File: config.mk
export PLATFORM = sky130hd
export DESIGN_NAME = screenManager
export DESIGN_NICKNAME = d
export VERILOG_FILES = /design/src/hw/vizPkg.sv /design/src/hw/barRenderer.sv /design/src/hw/spriteRenderer.sv /design/src/hw/layerCombiner.sv /design/src/hw/screenManager.sv
export VERILOG_INCLUDE_DIRS = /design/src /design/src/hw
export SDC_FILE = /design/constraint.sdc
export NUM_CORES = 1
export LEC_CHECK = 0
export BUFFER_PORTS_ARGS = -buffer_cell sky130_fd_sc_hd__buf_2
export CORE_MARGIN = 2
export CORE_UTILIZATION = 48
export DETAILED_ROUTE_END_ITERATION = 8
export PLACE_DENSITY = 0.71
export RECOVER_POWER = 100
export SKIP_CTS_REPAIR_TIMING = 1
export SLEW_MARGIN = 15
export SYNTH_ARGS = -nofsm -noshare
export SYNTH_HDL_FRONTEND = slang
export SYNTH_SLANG_ARGS = --single-unit
File: constraint.sdc
create_clock -name clk -period 2.3 [get_ports clk]
set_clock_uncertainty 0.2 [all_clocks]
set_input_delay 0.345 -clock clk [delete_from_list [all_inputs] [get_ports clk]]
set_output_delay 0.345 -clock clk [all_outputs]
set_load 0.02 [all_outputs]
File: src/hw/viz_settings.svh
`ifndef VIZ_SETTINGS_SVH
`define VIZ_SETTINGS_SVH

// bar grid geometry
`define NUM_BANDS    6
`define NUM_BLOCKS   6
`define BAR_X0       10
`define BAR_Y0       10
`define BAR_PITCH_X  105
`define BAR_PITCH_Y  79
`define BLOCK_W      95
`define BLOCK_H      69
// level needed per lit block
`define BAR_STEP     300

// sprite geometry and motion
`define SPRITE_SIZE  32
`define SPRITE_X0    240
`define SPRITE_Y0    80
`define SPRITE_STEP  16
`define SPRITE_XMIN  0
`define SPRITE_XMAX  600

// colours as 24-bit rgb
`define COLOUR_LOW      24'h00c040
`define COLOUR_MID      24'hf0c000
`define COLOUR_HIGH     24'he02020
`define SPRITE_COLOUR_A 24'hffffff
`define SPRITE_COLOUR_B 24'h3050ff

`endif

File: src/hw/vizPkg.sv
package vizPkg;

	// screen coordinates
	typedef logic [9:0] pixelX;
	typedef logic [8:0] pixelY;

	// one channel of rgb
	typedef logic [7:0] colour;

	// band power, same width as the filter output
	typedef logic [10:0] bandLevel;

	// band number, 0 to 5 valid
	typedef logic [2:0] bandIndex;

	// which layer owns the pixel
	typedef enum logic [1:0] {
		LayerNone,
		LayerBar,
		LayerSprite
	} layerSel;

endpackage

File: src/hw/barRenderer.sv
`include "viz_settings.svh"

module barRenderer (
	input  logic                   clk,
	input  logic                   rstN,
	input  vizPkg::pixelX          pixX,
	input  vizPkg::pixelY          pixY,
	input  logic                   levelStrobe,
	input  vizPkg::bandIndex       bandSel,
	input  vizPkg::bandLevel       levelIn,
	input  logic [`NUM_BANDS-1:0]  bandEnable,
	output logic                   barHit,
	output vizPkg::colour          barR,
	output vizPkg::colour          barG,
	output vizPkg::colour          barB
);

	vizPkg::bandLevel levels [`NUM_BANDS];

	logic             colHit;
	vizPkg::bandIndex colIdx;
	logic             rowHit;
	vizPkg::bandLevel rowThresh;
	logic [23:0]      rowRgb;
	logic             blockLit;

	// latest level per band, out-of-range band numbers dropped
	always_ff @(posedge clk or negedge rstN) begin
		if (!rstN) begin
			for (int b = 0; b < `NUM_BANDS; b++) begin
				levels[b] <= '0;
			end
		end else if (levelStrobe && (bandSel < vizPkg::bandIndex'(`NUM_BANDS))) begin
			levels[bandSel] <= levelIn;
		end
	end

	// which band column holds the pixel
	always_comb begin
		colHit = 1'b0;
		colIdx = '0;
		for (int b = 0; b < `NUM_BANDS; b++) begin
			if (pixX >= vizPkg::pixelX'(`BAR_X0 + b * `BAR_PITCH_X) &&
					pixX < vizPkg::pixelX'(`BAR_X0 + b * `BAR_PITCH_X + `BLOCK_W)) begin
				colHit = 1'b1;
				colIdx = vizPkg::bandIndex'(b);
			end
		end
	end

	// which block row, its threshold and colour
	// row 0 is the top one and needs the most power
	always_comb begin
		rowHit    = 1'b0;
		rowThresh = '0;
		rowRgb    = '0;
		for (int r = 0; r < `NUM_BLOCKS; r++) begin
			if (pixY >= vizPkg::pixelY'(`BAR_Y0 + r * `BAR_PITCH_Y) &&
					pixY < vizPkg::pixelY'(`BAR_Y0 + r * `BAR_PITCH_Y + `BLOCK_H)) begin
				rowHit    = 1'b1;
				rowThresh = vizPkg::bandLevel'(`BAR_STEP * (`NUM_BLOCKS - 1 - r));
				if (r >= 4) begin
					rowRgb = `COLOUR_LOW;
				end else if (r >= 2) begin
					rowRgb = `COLOUR_MID;
				end else begin
					rowRgb = `COLOUR_HIGH;
				end
			end
		end
	end

	// levels read here are the ones before this edge's strobe
	assign blockLit = colHit && rowHit && bandEnable[colIdx] &&
		(levels[colIdx] > rowThresh);

	always_ff @(posedge clk or negedge rstN) begin
		if (!rstN) begin
			barHit <= 1'b0;
		end else begin
			barHit <= blockLit;
		end
	end

	// colour only matters when barHit is set
	always_ff @(posedge clk) begin
		{barR, barG, barB} <= blockLit ? rowRgb : 24'h000000;
	end

endmodule

File: src/hw/spriteRenderer.sv
`include "viz_settings.svh"

module spriteRenderer (
	input  logic          clk,
	input  logic          rstN,
	input  vizPkg::pixelX pixX,
	input  vizPkg::pixelY pixY,
	input  logic          beat,
	input  logic          spriteEnable,
	output logic          spriteHit,
	output vizPkg::colour spriteR,
	output vizPkg::colour spriteG,
	output vizPkg::colour spriteB
);

	vizPkg::pixelX spriteX;
	logic [10:0]   steppedX;
	vizPkg::pixelX localX;
	vizPkg::pixelY localY;
	logic          inSprite;
	logic [23:0]   patternRgb;

	// one extra bit so the step can't overflow before the range check
	assign steppedX = {1'b0, spriteX} + 11'(`SPRITE_STEP);

	// sideways step per beat, wrap past the right limit
	always_ff @(posedge clk or negedge rstN) begin
		if (!rstN) begin
			spriteX <= vizPkg::pixelX'(`SPRITE_X0);
		end else if (beat) begin
			if (steppedX > 11'(`SPRITE_XMAX)) begin
				spriteX <= vizPkg::pixelX'(`SPRITE_XMIN);
			end else begin
				spriteX <= steppedX[9:0];
			end
		end
	end

	// offsets inside the square, only meaningful when pixel is past the corner
	assign localX = pixX - spriteX;
	assign localY = pixY - vizPkg::pixelY'(`SPRITE_Y0);

	assign inSprite = spriteEnable &&
		(pixX >= spriteX) && (localX < vizPkg::pixelX'(`SPRITE_SIZE)) &&
		(pixY >= vizPkg::pixelY'(`SPRITE_Y0)) && (localY < vizPkg::pixelY'(`SPRITE_SIZE));

	// 8x8 checkerboard
	assign patternRgb = (localX[3] ^ localY[3]) ? `SPRITE_COLOUR_B : `SPRITE_COLOUR_A;

	always_ff @(posedge clk or negedge rstN) begin
		if (!rstN) begin
			spriteHit <= 1'b0;
		end else begin
			spriteHit <= inSprite;
		end
	end

	always_ff @(posedge clk) begin
		{spriteR, spriteG, spriteB} <= inSprite ? patternRgb : 24'h000000;
	end

endmodule

File: src/hw/layerCombiner.sv
module layerCombiner (
	input  logic          clk,
	input  logic          rstN,
	input  logic          barHit,
	input  vizPkg::colour barR,
	input  vizPkg::colour barG,
	input  vizPkg::colour barB,
	input  logic          spriteHit,
	input  vizPkg::colour spriteR,
	input  vizPkg::colour spriteG,
	input  vizPkg::colour spriteB,
	output vizPkg::colour red,
	output vizPkg::colour green,
	output vizPkg::colour blue
);

	vizPkg::layerSel layer;

	// sprite sits on top of the bars
	always_comb begin
		if (spriteHit) begin
			layer = vizPkg::LayerSprite;
		end else if (barHit) begin
			layer = vizPkg::LayerBar;
		end else begin
			layer = vizPkg::LayerNone;
		end
	end

	always_ff @(posedge clk or negedge rstN) begin
		if (!rstN) begin
			{red, green, blue} <= 24'h000000;
		end else begin
			case (layer)
				vizPkg::LayerSprite: {red, green, blue} <= {spriteR, spriteG, spriteB};
				vizPkg::LayerBar:    {red, green, blue} <= {barR, barG, barB};
				// background
				default:             {red, green, blue} <= 24'h000000;
			endcase
		end
	end

endmodule

File: src/hw/screenManager.sv
`include "viz_settings.svh"

module screenManager (
	input  logic                   clk,
	input  logic                   rstN,
	input  vizPkg::pixelX          pixX,
	input  vizPkg::pixelY          pixY,
	input  logic                   levelStrobe,
	input  vizPkg::bandIndex       bandSel,
	input  vizPkg::bandLevel       levelIn,
	input  logic [`NUM_BANDS-1:0]  bandEnable,
	input  logic                   beat,
	input  logic                   spriteEnable,
	output vizPkg::colour          red,
	output vizPkg::colour          green,
	output vizPkg::colour          blue
);

	// renderer stage, one cycle after the pixel
	logic          barHit;
	vizPkg::colour barR;
	vizPkg::colour barG;
	vizPkg::colour barB;
	logic          spriteHit;
	vizPkg::colour spriteR;
	vizPkg::colour spriteG;
	vizPkg::colour spriteB;

	barRenderer i_barRenderer (
		.clk         (clk),
		.rstN        (rstN),
		.pixX        (pixX),
		.pixY        (pixY),
		.levelStrobe (levelStrobe),
		.bandSel     (bandSel),
		.levelIn     (levelIn),
		.bandEnable  (bandEnable),
		.barHit      (barHit),
		.barR        (barR),
		.barG        (barG),
		.barB        (barB)
	);

	spriteRenderer i_spriteRenderer (
		.clk          (clk),
		.rstN         (rstN),
		.pixX         (pixX),
		.pixY         (pixY),
		.beat         (beat),
		.spriteEnable (spriteEnable),
		.spriteHit    (spriteHit),
		.spriteR      (spriteR),
		.spriteG      (spriteG),
		.spriteB      (spriteB)
	);

	// second stage, rgb out two cycles after the pixel
	layerCombiner i_layerCombiner (
		.clk       (clk),
		.rstN      (rstN),
		.barHit    (barHit),
		.barR      (barR),
		.barG      (barG),
		.barB      (barB),
		.spriteHit (spriteHit),
		.spriteR   (spriteR),
		.spriteG   (spriteG),
		.spriteB   (spriteB),
		.red       (red),
		.green     (green),
		.blue      (blue)
	);

endmodule

# Word level (Yosys, flattened, before mapping)
# Index checks and enable logic that the tools add are counted.
dict set report word_totals {
  reg_bits 150
  latchBits 0
  ramBits 0
  rom_bits 0
  in_bits 44
  out_inout_bits 24
  mem_count 0
}
dict set report op_classes {
  addsub 3
  mul 0
  div_mod_pow 0
  order_cmp 35
  n_eq_ne 2
  shift 0
  n_mux 44
  bitwise_logic 4
  reduce_logical 24
}
# operator n
set op_table {}
lappend op_table {{two-way mux 24 bit} 5}
lappend op_table {{two-way mux 11 bit} 9}
lappend op_table {{bitwise mux 66 bit} 1}
lappend op_table {{case mux 8 bit (2 select lines)} 3}
lappend op_table {{binary-select mux 11 bit (select 3 bit)} 1}
lappend op_table {{demux 11 bit (select 3 bit)} 1}
lappend op_table {{two-way mux 16 bit} 2}
lappend op_table {{< comparator 9 bit (second input constant)} 3}
lappend op_table {{logical AND 1 bit} 21}
lappend op_table {{>= comparator 10 x 9 -> 1 bit (second input constant)} 2}
lappend op_table {{< comparator 10 bit (second input constant)} 2}
lappend op_table {{< comparator 10 x 9 -> 1 bit (second input constant)} 2}
lappend op_table {{>= comparator 9 x 7 -> 1 bit (second input constant)} 2}
lappend op_table {{>= comparator 9 x 8 -> 1 bit (second input constant)} 2}
lappend op_table {{>= comparator 9 bit (second input constant)} 2}
lappend op_table {{< comparator 9 x 8 -> 1 bit (second input constant)} 2}
lappend op_table {{two-way mux 1 bit} 15}
lappend op_table {{adder 10 x 5 -> 11 bit (second input constant)} 1}
lappend op_table {{> comparator 11 x 10 -> 1 bit (second input constant)} 1}
lappend op_table {{> comparator 11 bit} 1}
lappend op_table {{>= comparator 10 bit} 1}
lappend op_table {{>= comparator 10 bit (second input constant)} 1}
lappend op_table {{>= comparator 10 x 4 -> 1 bit (second input constant)} 1}
lappend op_table {{>= comparator 10 x 7 -> 1 bit (second input constant)} 1}
lappend op_table {{other kinds (25)} 30}

# Depth between registers and ports, before layout
# Gate-level depths: netlist (run 1).
dict set report depth {
  depth_word 15
  mapped_depth 18
  mapped_depth_nobuf 17
}

# By module
# Synthesis (run 1) repeated with hierarchy kept, for this count alone.
dict set report unflattened {
  hier_cells 549
  area_unflattened_um2 6125.9
}
# mod n_inst cells_per_inst area_each_um2 seq_area_each_um2
set by_module_without_submodules {}
lappend by_module_without_submodules {barRenderer 1 385 4295.4 1776.7}
lappend by_module_without_submodules {spriteRenderer 1 109 943.4 220.2}
lappend by_module_without_submodules {layerCombiner 1 55 887.1 600.6}

# Worst setup path before layout (run 1)
# OpenSTA, ideal clock, no wires.
dict set report synth_timing {
  path_type {input -> register}
  start {input port pixX[1]}
  end {register i_barRenderer.barB[6]}
  t_arrival_ps 3230
  required_ps 1963
  setup_slack_ps -1267
  stages 16
  path_buffers 3
  path_cell_list {buf_6 -> o21ai_2 -> a2111oi_1 -> a41o_1 -> buf_6 -> nor2_2 -> buf_2 -> mux2i_1 -> mux2i_1 -> o2bb2ai_1 -> ha_1 -> and3_1 -> a221oi_1 -> nand2_1 -> o2111ai_1 -> nor3_1}
}
dict set report synth_via {
  elab_chain_cells 13
}
# element line
set synth_lines {}
lappend synth_lines {{from (decl)} screenManager.sv:6} ;# input vizPkg::pixelX pixX,
lappend synth_lines {{>= comparator 10 x 7 -> 1 bit or < comparator 10 x 8 -> 1 bit (tied branches)} {barRenderer.sv:43, barRenderer.sv:44}}
lappend synth_lines {{logical AND 1 bit} barRenderer.sv:43} ;# if (pixX >= vizPkg::pixelX'(`BAR_X0 + b * `BAR_PITCH_X) &&
lappend synth_lines {{two-way mux 1 bit} barRenderer.sv:43}
lappend synth_lines {{two-way mux 2 bit (2 in series)} barRenderer.sv:43}
lappend synth_lines {{two-way mux 3 bit (2 in series)} barRenderer.sv:43}
lappend synth_lines {{NOT 3 -> 4 bit (not written as such)} barRenderer.sv:75} ;# (levels[colIdx] > rowThresh);
lappend synth_lines {{binary-select mux 11 bit (select 3 bit)} barRenderer.sv:75}
lappend synth_lines {{two-way mux 11 bit (not written as such) (2 in series)} barRenderer.sv:75}
lappend synth_lines {{> comparator 11 bit} barRenderer.sv:75}
lappend synth_lines {{logical AND 1 bit *} barRenderer.sv:74} ;# assign blockLit = colHit && rowHit && bandEnable[colIdx] &&
lappend synth_lines {{to (signal assigned)} barRenderer.sv:87} ;# {barR, barG, barB} <= blockLit ? rowRgb : 24'h000000;
lappend synth_lines {{to (decl)} barRenderer.sv:15} ;# output vizPkg::colour barB
# Every way passes the cells marked *; elsewhere a longest branch is shown, timed or not. The select of a mux whose other input is x is not followed.
# A chain may end at the register's enable or synchronous reset.

# Final worst setup path (run 1)
dict set report layout_timing {
  start {input port pixX[4]}
  end {register i_barRenderer.barHit}
}
dict set report layout_via {
  elab_chain_cells 13
}
# element line
set layout_lines {}
lappend layout_lines {{>= comparator 10 x 7 -> 1 bit or < comparator 10 x 8 -> 1 bit (tied branches)} {barRenderer.sv:43, barRenderer.sv:44}}
lappend layout_lines {{logical AND 1 bit} barRenderer.sv:43}
lappend layout_lines {{two-way mux 1 bit} barRenderer.sv:43}
lappend layout_lines {{two-way mux 2 bit (2 in series)} barRenderer.sv:43}
lappend layout_lines {{two-way mux 3 bit (2 in series)} barRenderer.sv:43}
lappend layout_lines {{NOT 3 -> 4 bit (not written as such)} barRenderer.sv:75}
lappend layout_lines {{binary-select mux 11 bit (select 3 bit)} barRenderer.sv:75}
lappend layout_lines {{two-way mux 11 bit (not written as such) (2 in series)} barRenderer.sv:75}
lappend layout_lines {{> comparator 11 bit} barRenderer.sv:75}
lappend layout_lines {{logical AND 1 bit *} barRenderer.sv:74}
lappend layout_lines {{via i_barRenderer.blockLit} barRenderer.sv:25} ;# logic blockLit;
lappend layout_lines {{to (signal assigned)} barRenderer.sv:81} ;# barHit <= blockLit;
lappend layout_lines {{to (decl)} barRenderer.sv:12} ;# output logic barHit,
# The timed path passes the listed nets; every way through them passes the cells marked *. The select of a mux whose other input is x is not followed.

==> reports/metrics.cfg, run 1 <==
[placement]
dp_hpwl_mm=9.483
gp_congestion=0.9484
port_buffers=67
post_dp_cell_area_sq_um=6365

[cts]
htreeDepth=3
root_buffer=clkbuf_8
clock_path_buffers=2
clk_pin_slew_ps=100
cts_tree=done
clock_sinks=91
cts_buffers=9
clock_latency_ps=370

[setup_path]
cp-end-kind=flip-flop
cp.arrival_ps=3120
path_max_fanout=7
crit_required_ps=2350
start_kind=input port
critPathKind=input port to flip-flop

[sta]
hold_ws_ps=66.06
clock.fmax_mhz=326.5
fin_setup_tns_ps=-4587
relSlewSlack_pct=6.453
rsz0062_at_grt=true
layout_setup_ws_ps=-762.5
maxSlewViolCount=0
finalHoldViolCount=0
period_needed_ps=3063
finalCritPeriodShare_pct=133.2
setup_viol=8
tightest_slew_ps=1403

[pwr]
pwr_density_cell_nw_per_um2=748.5
p_leak_uw=0.003182
ir_drop_uv=579.6

[synth]
synth-edff-count=0
syn-cell-area_sq_um=5320
synth_cells=515
yosysWarnings=0
syn_nets=579
ys_async_sr_fraction_pct=92.31
syn_avg_cell_area_sq_um=10.33
ys_seq_elements=91
synth.distinct_cells=64
ys.flop_type=dfrtp_1
ys_seq_area_share_pct=42.24

[grt]
grt_pass1_vias=4436
grt_usage_pct=22.58
antenna_found_initial=0
grt_max_degree=63
grt.overflow.total=0
grt_pass1_wl_mm=20.84

[die]
initial_utilization_pct=49.08
die_h_um=109.3
fp-row-count=38
ios=68
coreArea_sq_um=10840
die_w_um=109.3
die-area_sq_um=11940

[layout]
final_cell_mix=buf_4, dfrtp_1, mux2_2
antenna_cells=0
final_common_cell=buf_4
synthToLayoutAreaGrowth_pct=34.10
nNetsFinal=716
fin_util_pct=65.81
design_area_sq_um=7134
drive_above_1_share_pct=45.12
nFillCells=833

[routing]
routed_wl_mm=14.33
wl_met2_mm=7.013
num_vias=4631
drcViolationCount=0
top_layer_used=met4
viasPerCell=5.818
first_pass_iters=5
met3WireLength_um=817
antenna_left=0
met1_length_mm=6.001
drtIter0Drc=291
avgRoutedWirePerCell_um=18.00

[status]
violations=negative setup slack
status=finished with violations

[flow_run]
maxCapViolations=0

[hold_path]
hp-class=input port to flip-flop

-- final cells by class --
type	count	area [sq um]	area share [%]
multi-input combinational	364	3221	45.14
sequential	91	2247	31.50
timing repair buffer	167	1200	16.82
tap	140	175.2	2.455
clock buffer	9	123.9	1.736
clock inverter	6	96.34	1.350
inverter	19	71.32	0.9996
-- final timing paths --
kind                                                      start                                       to  slack [ps]  cells after the start
hold / removal                                       levelIn[8]     i_barRenderer.levels[30]$_DFFE_PN0P_          70                      2
max in group asynchronous                                  rstN     i_barRenderer.levels[38]$_DFFE_PN0P_         300                      3
setup / recovery                                        pixX[4]           i_barRenderer.barHit$_DFF_PN0_        -760                     15
min in group asynchronous                                  rstN  i_spriteRenderer.spriteX[8]$_DFFE_PN0P_         620                      2
hold reg to reg                i_barRenderer.barR[4]$_SDFF_PP0_         i_layerCombiner.red[4]$_DFF_PN0_         230                      2
setup reg to reg           i_barRenderer.levels[14]$_DFFE_PN0P_         i_barRenderer.barR[4]$_SDFF_PP0_        -150                     12
-- stage by stage --
stage	worst slack (ps)	power, uW	cells
after floorplan	-879.6	3109	515
after global placement	-1233	3620	772
after detailed placement	-1260	3704	772
after CTS	-895.4	4938	787
after global routing	-884.8	5631	796
final	-762.5	5340	796
-- critical path, stage by stage --
cell       delay, ps
buf_12           110
nor3_4           200
a2111oi_4         90
a41o_2           310
nor2_4           230
clkbuf_16        230
mux2i_1          210
mux2_2           190
a21oi_2           50
ha_1             280
and3_4           190
nand4_1          150
nor4b_4          290
buf_6            170
a211oi_2          50
-- sequential cells by signal, summed over array words and instances, names as in the netlist --
register,count
i_layerCombiner.red,4
i_layerCombiner.green,4
i_barRenderer.levels,66
i_spriteRenderer.spriteG,2
i_barRenderer.barG,1
i_barRenderer.barR,2
i_barRenderer.barHit,1
i_barRenderer.barB,2
i_layerCombiner.blue,2
i_spriteRenderer.spriteX,6
i_spriteRenderer.spriteHit,1
-- routing by layer --
metal | track usage (%) | vias up
met4 | 9.584 | 0
met5 | 0 | -
met3 | 3.646 | 37
met2 | 39.31 | 169
li1 | - | 2158
met1 | 27.70 | 2267
-- cells in the mapped netlist (5+ instances only) --
| cell type | n | share of area (%) |
|---|---|---|
| mux2_2 | 69 | 15 |
| dfrtp_1 | 80 | 38 |
| o2bb2ai_1 | 5 | 0.82 |
| a31oi_1 | 6 | 0.71 |
| nor2_1 | 32 | 2.3 |
| ha_1 | 20 | 4.7 |
| nand3_1 | 11 | 1.0 |
| nand4_1 | 8 | 0.94 |
| dfxtp_1 | 7 | 2.6 |
| nor3_1 | 11 | 1.0 |
| nand2b_1 | 7 | 0.82 |
| clkbuf_1 | 18 | 1.3 |
| o21ai_0 | 22 | 2.1 |
| o22ai_1 | 7 | 0.82 |
| mux2i_1 | 22 | 4.1 |
| nand2_1 | 34 | 2.4 |
| buf_4 | 15 | 2.1 |
| nor3b_1 | 5 | 0.71 |
| a21oi_1 | 27 | 2.5 |
| inv_1 | 19 | 1.3 |
-- cell families after synthesis --
group,after synthesis,share of synthesized area (%)
XOR/XNOR,4,0.6586
AND/OR/NAND/NOR,139,13.66
multiplexers,91,18.74
AO/OA/AOI/OAI,110,14.06
buffers and inverters,60,5.926
adder cells (fa/ha/maj),20,4.704
flip-flops,91,42.24
-- report_power, final --
group | switching, uW | leakage, uW | total (uW) | internal, uW
Combinational | 948 | 0.00199 | 1970 | 1020
Clock | 615 | 0.000108 | 1240 | 622
Sequential | 203 | 0.00108 | 2130 | 1930
Total | 1770 | 0.00318 | 5340 | 3570
Note: power is estimated with default switching activity, not from simulation.
==> inputs of run 2 (changes only) <==
--- a/config.mk
+++ b/config.mk
@@ -10,10 +10,11 @@
 export CORE_MARGIN = 2
 export CORE_UTILIZATION = 48
 export DETAILED_ROUTE_END_ITERATION = 8
-export PLACE_DENSITY = 0.71
+export PLACE_DENSITY = 0.7
 export RECOVER_POWER = 100
 export SKIP_CTS_REPAIR_TIMING = 1
 export SLEW_MARGIN = 15
 export SYNTH_ARGS = -nofsm -noshare
 export SYNTH_HDL_FRONTEND = slang
+export SYNTH_HIERARCHICAL = 1
 export SYNTH_SLANG_ARGS = --single-unit
==> run 2 against run 1 <==
The run still ends with negative setup slack left; critical path depth up 1; die area up 15%; fmax down 16%; sequential share of layout area up 2.6 points.
==> reports/metrics.cfg, run 2 <==
[routing]
avgRoutedWirePerCell_um=16.56  ; -8.0%
routed_wl_mm=14.28  ; -0.34%
first_pass_iters=4  ; -1
drcViolationCount=0  ; unchanged
viasPerCell=5.476  ; -5.9%
num_vias=4720  ; +1.9%
drtIter0Drc=301  ; +3.4%
antenna_left=0  ; unchanged

[setup_path]
crit_required_ps=2350  ; about the same
cp-end-kind=flip-flop
rr_startpoint=i_barRenderer/levels[47]$_DFFE_PN0P_
reg2reg_to=i_barRenderer/barB[6]$_SDFF_PP0_
max_stage_delay_ps=390  ; +80 ps
crit_path_cell_trace=buf_2 -> o311a_1 -> a311oi_4 -> nor3_4 -> buf_6 -> mux2_4 -> a221oi_4 -> a21oi_2 -> ha_1 -> nor2b_1 -> nor3_1 -> o21bai_1 -> a2111oi_2 -> o31ai_2 -> o211ai_4 -> and3b_1
rr_worst_depth=11  ; -1
start_kind=input port
critical-path-slowest-cell=o311a_1
critPathKind=input port to flip-flop
startpoint=pixX[2]
rrSetupSlack_ps=-540  ; -390 ps
setup.worst_path.end=i_barRenderer/barB[6]$_SDFF_PP0_
path_max_fanout=7  ; unchanged
cp.arrival_ps=3680  ; +560 ps

[layout]
nFillCells=1040  ; +25%
final_cell_mix=buf_4, dfrtp_1, mux2_2
largest_reg_flops=66  ; unchanged
final_common_cell=buf_4
antenna_cells=0  ; unchanged
nNetsFinal=746  ; +4.2%
drive_above_1_share_pct=42.32  ; -2.8 points
largest_register=i_barRenderer/levels
synthToLayoutAreaGrowth_pct=24.37

[cts]
htreeDepth=3  ; unchanged
clk_pin_slew_ps=70  ; -30 ps
root_buffer=clkbuf_16
clock_path_buffers=2  ; unchanged
cts_tree=done
cts_buffers=9  ; unchanged
clock_sinks=105  ; +15%
clock_latency_ps=350  ; -20 ps

[die]
fp-row-count=41  ; +7.9%
die-area_sq_um=13680  ; +15%
coreArea_sq_um=12520  ; +15%
initial_utilization_pct=48.94  ; -0.14 points
ios=68  ; unchanged
die_w_um=117.0  ; +7.0%
die_h_um=117.0  ; +7.0%

[sta]
hold_ws_ps=91.59  ; +25.53 ps
rsz0062_at_grt=true
setup_viol=9  ; +1
period_needed_ps=3634  ; +571.6 ps
relSlewSlack_pct=38.73  ; +32 points
layout_setup_ws_ps=-1334  ; -571.6 ps
clock.fmax_mhz=275.2  ; -16%
finalHoldViolCount=0  ; unchanged
finalCritPeriodShare_pct=158.0  ; +25 points
tightest_slew_ps=919.1  ; -484.1 ps
maxSlewViolCount=0  ; unchanged

[grt]
grt_max_degree=64  ; +1.6%
grt_pass1_wl_mm=22.60  ; +8.5%
grt_usage_pct=21.17  ; -1.4 points
antenna_found_initial=0  ; unchanged
grt.overflow.total=0  ; unchanged
grt_pass1_vias=4632  ; +4.4%

[synth]
ys_async_sr_fraction_pct=93.33  ; +1.0 points
syn-cell-area_sq_um=6126  ; +15%
yosysTopAreaCellShare_pct=38.40  ; +0.77 points
synth_cells=549  ; +6.6%
ys_seq_area_share_pct=42.40  ; +0.16 points
synth-edff-count=0  ; unchanged
ys_seq_elements=105  ; +15%
yosysMostFrequentCell=dfrtp_1
syn_avg_cell_area_sq_um=11.16  ; +8.0%
synth_area_leader_cell=dfrtp_1
synth_area_leaders=dfrtp_1, mux2_2, buf_4
ys.flop_type=dfrtp_1
yosysWarnings=6  ; +6
synthTopCellsByCount=dfrtp_1, mux2_2, buf_4
synth.distinct_cells=79  ; +23%

[pwr]
power_uw=6164  ; +15%
pwr_density_cell_nw_per_um2=809.0  ; +8.1%
ir_drop_uv=561.6  ; -3.1%
p_leak_uw=0.003397  ; +6.8%

[status]
violations=negative setup slack
status=finished with violations

[placement]
port_buffers=67  ; unchanged
dp_hpwl_mm=10.07  ; +6.2%
gp_congestion=0.8788  ; -7.3%

[flow_run]
maxCapViolations=0  ; unchanged

[hold_path]
hp-class=input port to flip-flop

-- run 2: cell count changes after synthesis, sizes merged, moves of 7 or more --
cell	change
a22o	+24
buf	+33
nand2	-11
mux2i	-10
a21oi	-9
nor2	-10
inv	-7
dfrtp	+14
-- run 2: worst max-delay path, delay by kind of cell --
kind	cells	cell delay (ps)
adder cells (fa/ha/maj)	1	310
multiplexers	1	300
AND/OR/NAND/NOR	4	590
AO/OA/AOI/OAI	8	1850
buffers and inverters	2	290
-- run 2: cell families (layout without fill, tap and decap cells) --
group	after synthesis	in the layout	synth area share, %
mux	86	86	15.56
xor+xnor	8	8	1.144
compound gates	127	127	16.48
flops	105	105	42.40
simple gates	122	122	11.83
fa+ha+maj	17	17	3.472
other cells	1	15	0.06122
buf+inv	83	210	9.048
-- run 2: area by class of cell --
type	count	area (sq um)	area share, %
clock buffers	9	225.2	2.956
multi-input cells	375	3258	42.77
well taps	172	215.2	2.825
repair buffers	182	1194	15.67
clock inverters	7	83.83	1.100
inverters	12	45.04	0.5912
flip-flops and latches	105	2597	34.09
-- run 2: layer usage --
metal | GRT usage [%] | share of wire [%] | vias up
met5 | 0 | 0 | -
met2 | 36.72 | 51 | 116
met4 | 5.804 | 1.4 | 0
met3 | 4.325 | 4.9 | 19
li1 | - | - | 2272
met1 | 27.03 | 43 | 2313
-- run 2: how the worst min path moves through the flow --
stage	start	endpoint	slack, ps	cells past startpoint
detailed placement	rstN	i_barRenderer/levels[64]$_DFFE_PN0P_	140	1
CTS	rstN	i_barRenderer/levels[20]$_DFFE_PN0P_	-240	1
global route	levelIn[7]	i_barRenderer/levels[18]$_DFFE_PN0P_	100	2
finish	levelIn[7]	i_barRenderer/levels[18]$_DFFE_PN0P_	90	2
global placement	rstN	i_barRenderer/levels[53]$_DFFE_PN0P_	130	1
floorplan	rstN	i_barRenderer/barHit$_DFF_PN0_	-150	0
-- run 2: through the flow --
| stage | cell area [sq um] | TNS [ps] | instances | util, % | setup slack (ps) |
|---|---|---|---|---|---|
| detailed placement | 7048 | -11230 | 835 | 56.31 | -1748 |
| global route | 7619 | -9090 | 862 | 60.87 | -1468 |
| finish | 7619 | -8061 | 862 | 60.87 | -1334 |
| global placement | 7048 | -10500 | 835 | 56.31 | -1643 |
| floorplan | 6225 | -8194 | 563 | - | -1464 |
| CTS | 7357 | -8556 | 851 | 58.78 | -1386 |
-- run 2: power breakdown --
part	total, uW	switching, uW	internal (uW)
Combinational	2220	1080	1140
Clock	1570	704	865
Sequential	2380	178	2200
==> inputs of run 3 (changes only) <==
--- a/config.mk
+++ b/config.mk
@@ -12,7 +12,6 @@
 export DETAILED_ROUTE_END_ITERATION = 8
 export PLACE_DENSITY = 0.7
 export RECOVER_POWER = 100
-export SKIP_CTS_REPAIR_TIMING = 1
 export SLEW_MARGIN = 15
 export SYNTH_ARGS = -nofsm -noshare
 export SYNTH_HDL_FRONTEND = slang
==> run 3 against run 2 <==
The run still ends with negative setup slack left; worst setup slack better by 65 ps; non-clock buffer count grew 15; first-iteration DRC count fell by 2.7%; count of clock-buffer cells in the layout unchanged; sequential cell count did not move; final area grew 4.2%; largest cell class unchanged; largest power group is now combinational logic.
==> reports/metrics.cfg, run 3 (same netlist as run 2, synthesis figures left out) <==
[status]
status=finished with violations
violations=negative setup slack

[layout]
design_area_sq_um=7940  ; +4.2%
antenna_cells=0  ; unchanged
largest_reg_flops=66  ; unchanged
nFillCells=999  ; -3.9%
largest_register=i_barRenderer/levels
layoutNonFillerInstCount=877  ; +1.7%
final_cell_mix=buf_4, dfrtp_1, mux2_2
final_common_cell=buf_4
nNetsFinal=761  ; +2.0%
drive_above_1_share_pct=46.52  ; +4.2 points
synthToLayoutAreaGrowth_pct=29.62

[pwr]
power_uw=6419  ; +4.1%
pwr_density_cell_nw_per_um2=808.4  ; about the same
seqPwrFrac_pct=37.1  ; -1.5 points
internal_power_uw=4360  ; +3.7%
p_leak_uw=0.003514  ; +3.4%
switching_share_pct=32.08  ; +0.26 points
clockPowerShare_pct=24.4  ; -1.0 points
pwr-share-comb_pct=38.4  ; +2.4 points
ir_drop_uv=561.8  ; about the same
p_sw_uw=2059  ; +5.0%

[placement]
port_buffers=67  ; unchanged
post-place-ws_ps=-1748  ; unchanged
post_dp_cell_area_sq_um=7048  ; unchanged
dp_cells=835  ; unchanged
gp_congestion=0.8788  ; unchanged
dp_hpwl_mm=10.07  ; unchanged

[setup_path]
cp-end-kind=flip-flop
critical-path-slowest-cell=a2111oi_4
cp_common_cell=buf_6
rr_worst_depth=12  ; +1
crit_required_ps=2350  ; about the same
max_stage_delay_ps=360  ; -30 ps
crit_path_cell_trace=buf_12 -> nor4_4 -> o21ai_2 -> a211oi_4 -> nor3_4 -> buf_6 -> buf_8 -> buf_4 -> buf_6 -> mux2i_1 -> a221oi_1 -> a21o_1 -> ha_4 -> buf_6 -> a2111oi_4 -> o31ai_2 -> o211ai_4 -> and3b_1
cp.arrival_ps=3620  ; -60 ps
rrSetupSlack_ps=-530  ; about the same
start_kind=input port
critPathKind=input port to flip-flop
path_max_fanout=6  ; -1
crit_family=compound AO/OA/AOI/OAI gates
path_depth=18  ; +2
crit_buf_inv=6  ; +4

[routing]
first_pass_iters=4  ; unchanged
routed_wl_mm=14.94  ; +4.7%
num_vias=4829  ; +2.3%
drtIter0Drc=293  ; -2.7%
drcViolationCount=0  ; unchanged
antenna_left=0  ; unchanged
avgRoutedWirePerCell_um=17.04  ; +2.9%
viasPerCell=5.506  ; +0.56%

[grt]
grt_pass1_vias=4860  ; +4.9%
grt_pass1_wl_mm=23.57  ; +4.3%
antenna_found_initial=0  ; unchanged
grt.overflow.total=0  ; unchanged
grt_max_degree=64  ; unchanged
grt_usage_pct=22.09  ; +0.92 points

[hold_path]
min_path_cells=2  ; unchanged
hp-class=input port to flip-flop

[die]
fp-row-count=41  ; unchanged
die_h_um=117.0  ; unchanged
die-area_sq_um=13680  ; unchanged
coreArea_sq_um=12520  ; unchanged
die_w_um=117.0  ; unchanged
initial_utilization_pct=48.94  ; unchanged
ios=68  ; unchanged

[cts]
clock_latency_ps=350  ; about the same
cts_tree=done
clock_path_buffers=2  ; unchanged
cts_buffers=9  ; unchanged
root_buffer=clkbuf_16
htreeDepth=3  ; unchanged
clk_pin_slew_ps=70  ; about the same
clock_sinks=105  ; unchanged

[sta]
hold_ws_ps=93.95  ; +2.358 ps
rsz0062_at_grt=true
maxSlewViolCount=0  ; unchanged
relSlewSlack_pct=38.84  ; +0.11 points
setup_viol=9  ; unchanged
tightest_slew_ps=917.4  ; -1.630 ps
finalHoldViolCount=0  ; unchanged
clock.fmax_mhz=280.2  ; +1.8%
finalCritPeriodShare_pct=155.2  ; -2.8 points
layout_setup_ws_ps=-1269  ; +64.79 ps
period_needed_ps=3569  ; -64.79 ps

[flow_run]
maxCapViolations=0  ; unchanged

[run 3: changes by cell type in the layout (fill, tap and decap cells not counted), sizes merged]
cell,change
buf,+15
[run 3: repair_timing]
action	CTS	global route
buffers inserted	12	14
hold buffers	1	0
hold endpoints to repair	35	0
setup endpoints to repair	9	9
pin swaps	28	35
resized for setup	43	47
[run 3: power groups by stage]
stage / registers (uW) / logic, uW / clock network (uW)
after floorplan: 2410 / 1220 / 0
after global placement: 2380 / 1890 / 0
after detailed placement: 2400 / 1960 / 0
final: 2380 / 2470 / 1570
after CTS: 2370 / 2170 / 1600
after global routing: 2430 / 2670 / 1680
[run 3: layout make-up]
cell class | instances | area (sq um) | share of cell area, %
clock buffers | 9 | 225.2 | 2.836
clock inverters | 7 | 83.83 | 1.056
inverters | 12 | 45.04 | 0.5673
multi-input cells | 375 | 3400 | 42.81
flip-flops and latches | 105 | 2597 | 32.71
well taps | 172 | 215.2 | 2.710
repair buffers | 197 | 1374 | 17.30
[run 3: path summary, 6_finish.rpt]
kind / endpoint / start
worst max register to register: i_barRenderer/barG[6]$_SDFF_PP0_ / i_barRenderer/levels[47]$_DFFE_PN0P_
worst max-delay path: i_barRenderer/barB[6]$_SDFF_PP0_ / pixX[5]
min in group asynchronous: i_barRenderer/levels[31]$_DFFE_PN0P_ / rstN
worst min-delay path: i_barRenderer/levels[20]$_DFFE_PN0P_ / levelIn[9]
max in group asynchronous: i_barRenderer/levels[15]$_DFFE_PN0P_ / rstN
worst min register to register: i_layerCombiner/red[4]$_DFF_PN0_ / i_barRenderer/barR[4]$_SDFF_PP0_
[run 3: stage by stage]
| stage | util, % | setup TNS [ps] |
|---|---|---|
| 2_1_floorplan | - | -8194 |
| 3_3_place_gp | 56.31 | -10500 |
| 3_5_place_dp | 56.31 | -11230 |
| 4_1_cts | 61.40 | -7217 |
| 5_1_grt | 63.43 | -8200 |
| 6_report | 63.43 | -7602 |
[run 3: routing by layer]
metal  part of all wire (%)  wire [um]  track usage [%]  vias up
met5                      0          0                0        -
met4                    1.6        235            6.902        0
met3                    5.0        745            5.046       20
met2                     51       7670            38.77      125
met1                     42       6293            27.11     2382
li1                       -          -                -     2302
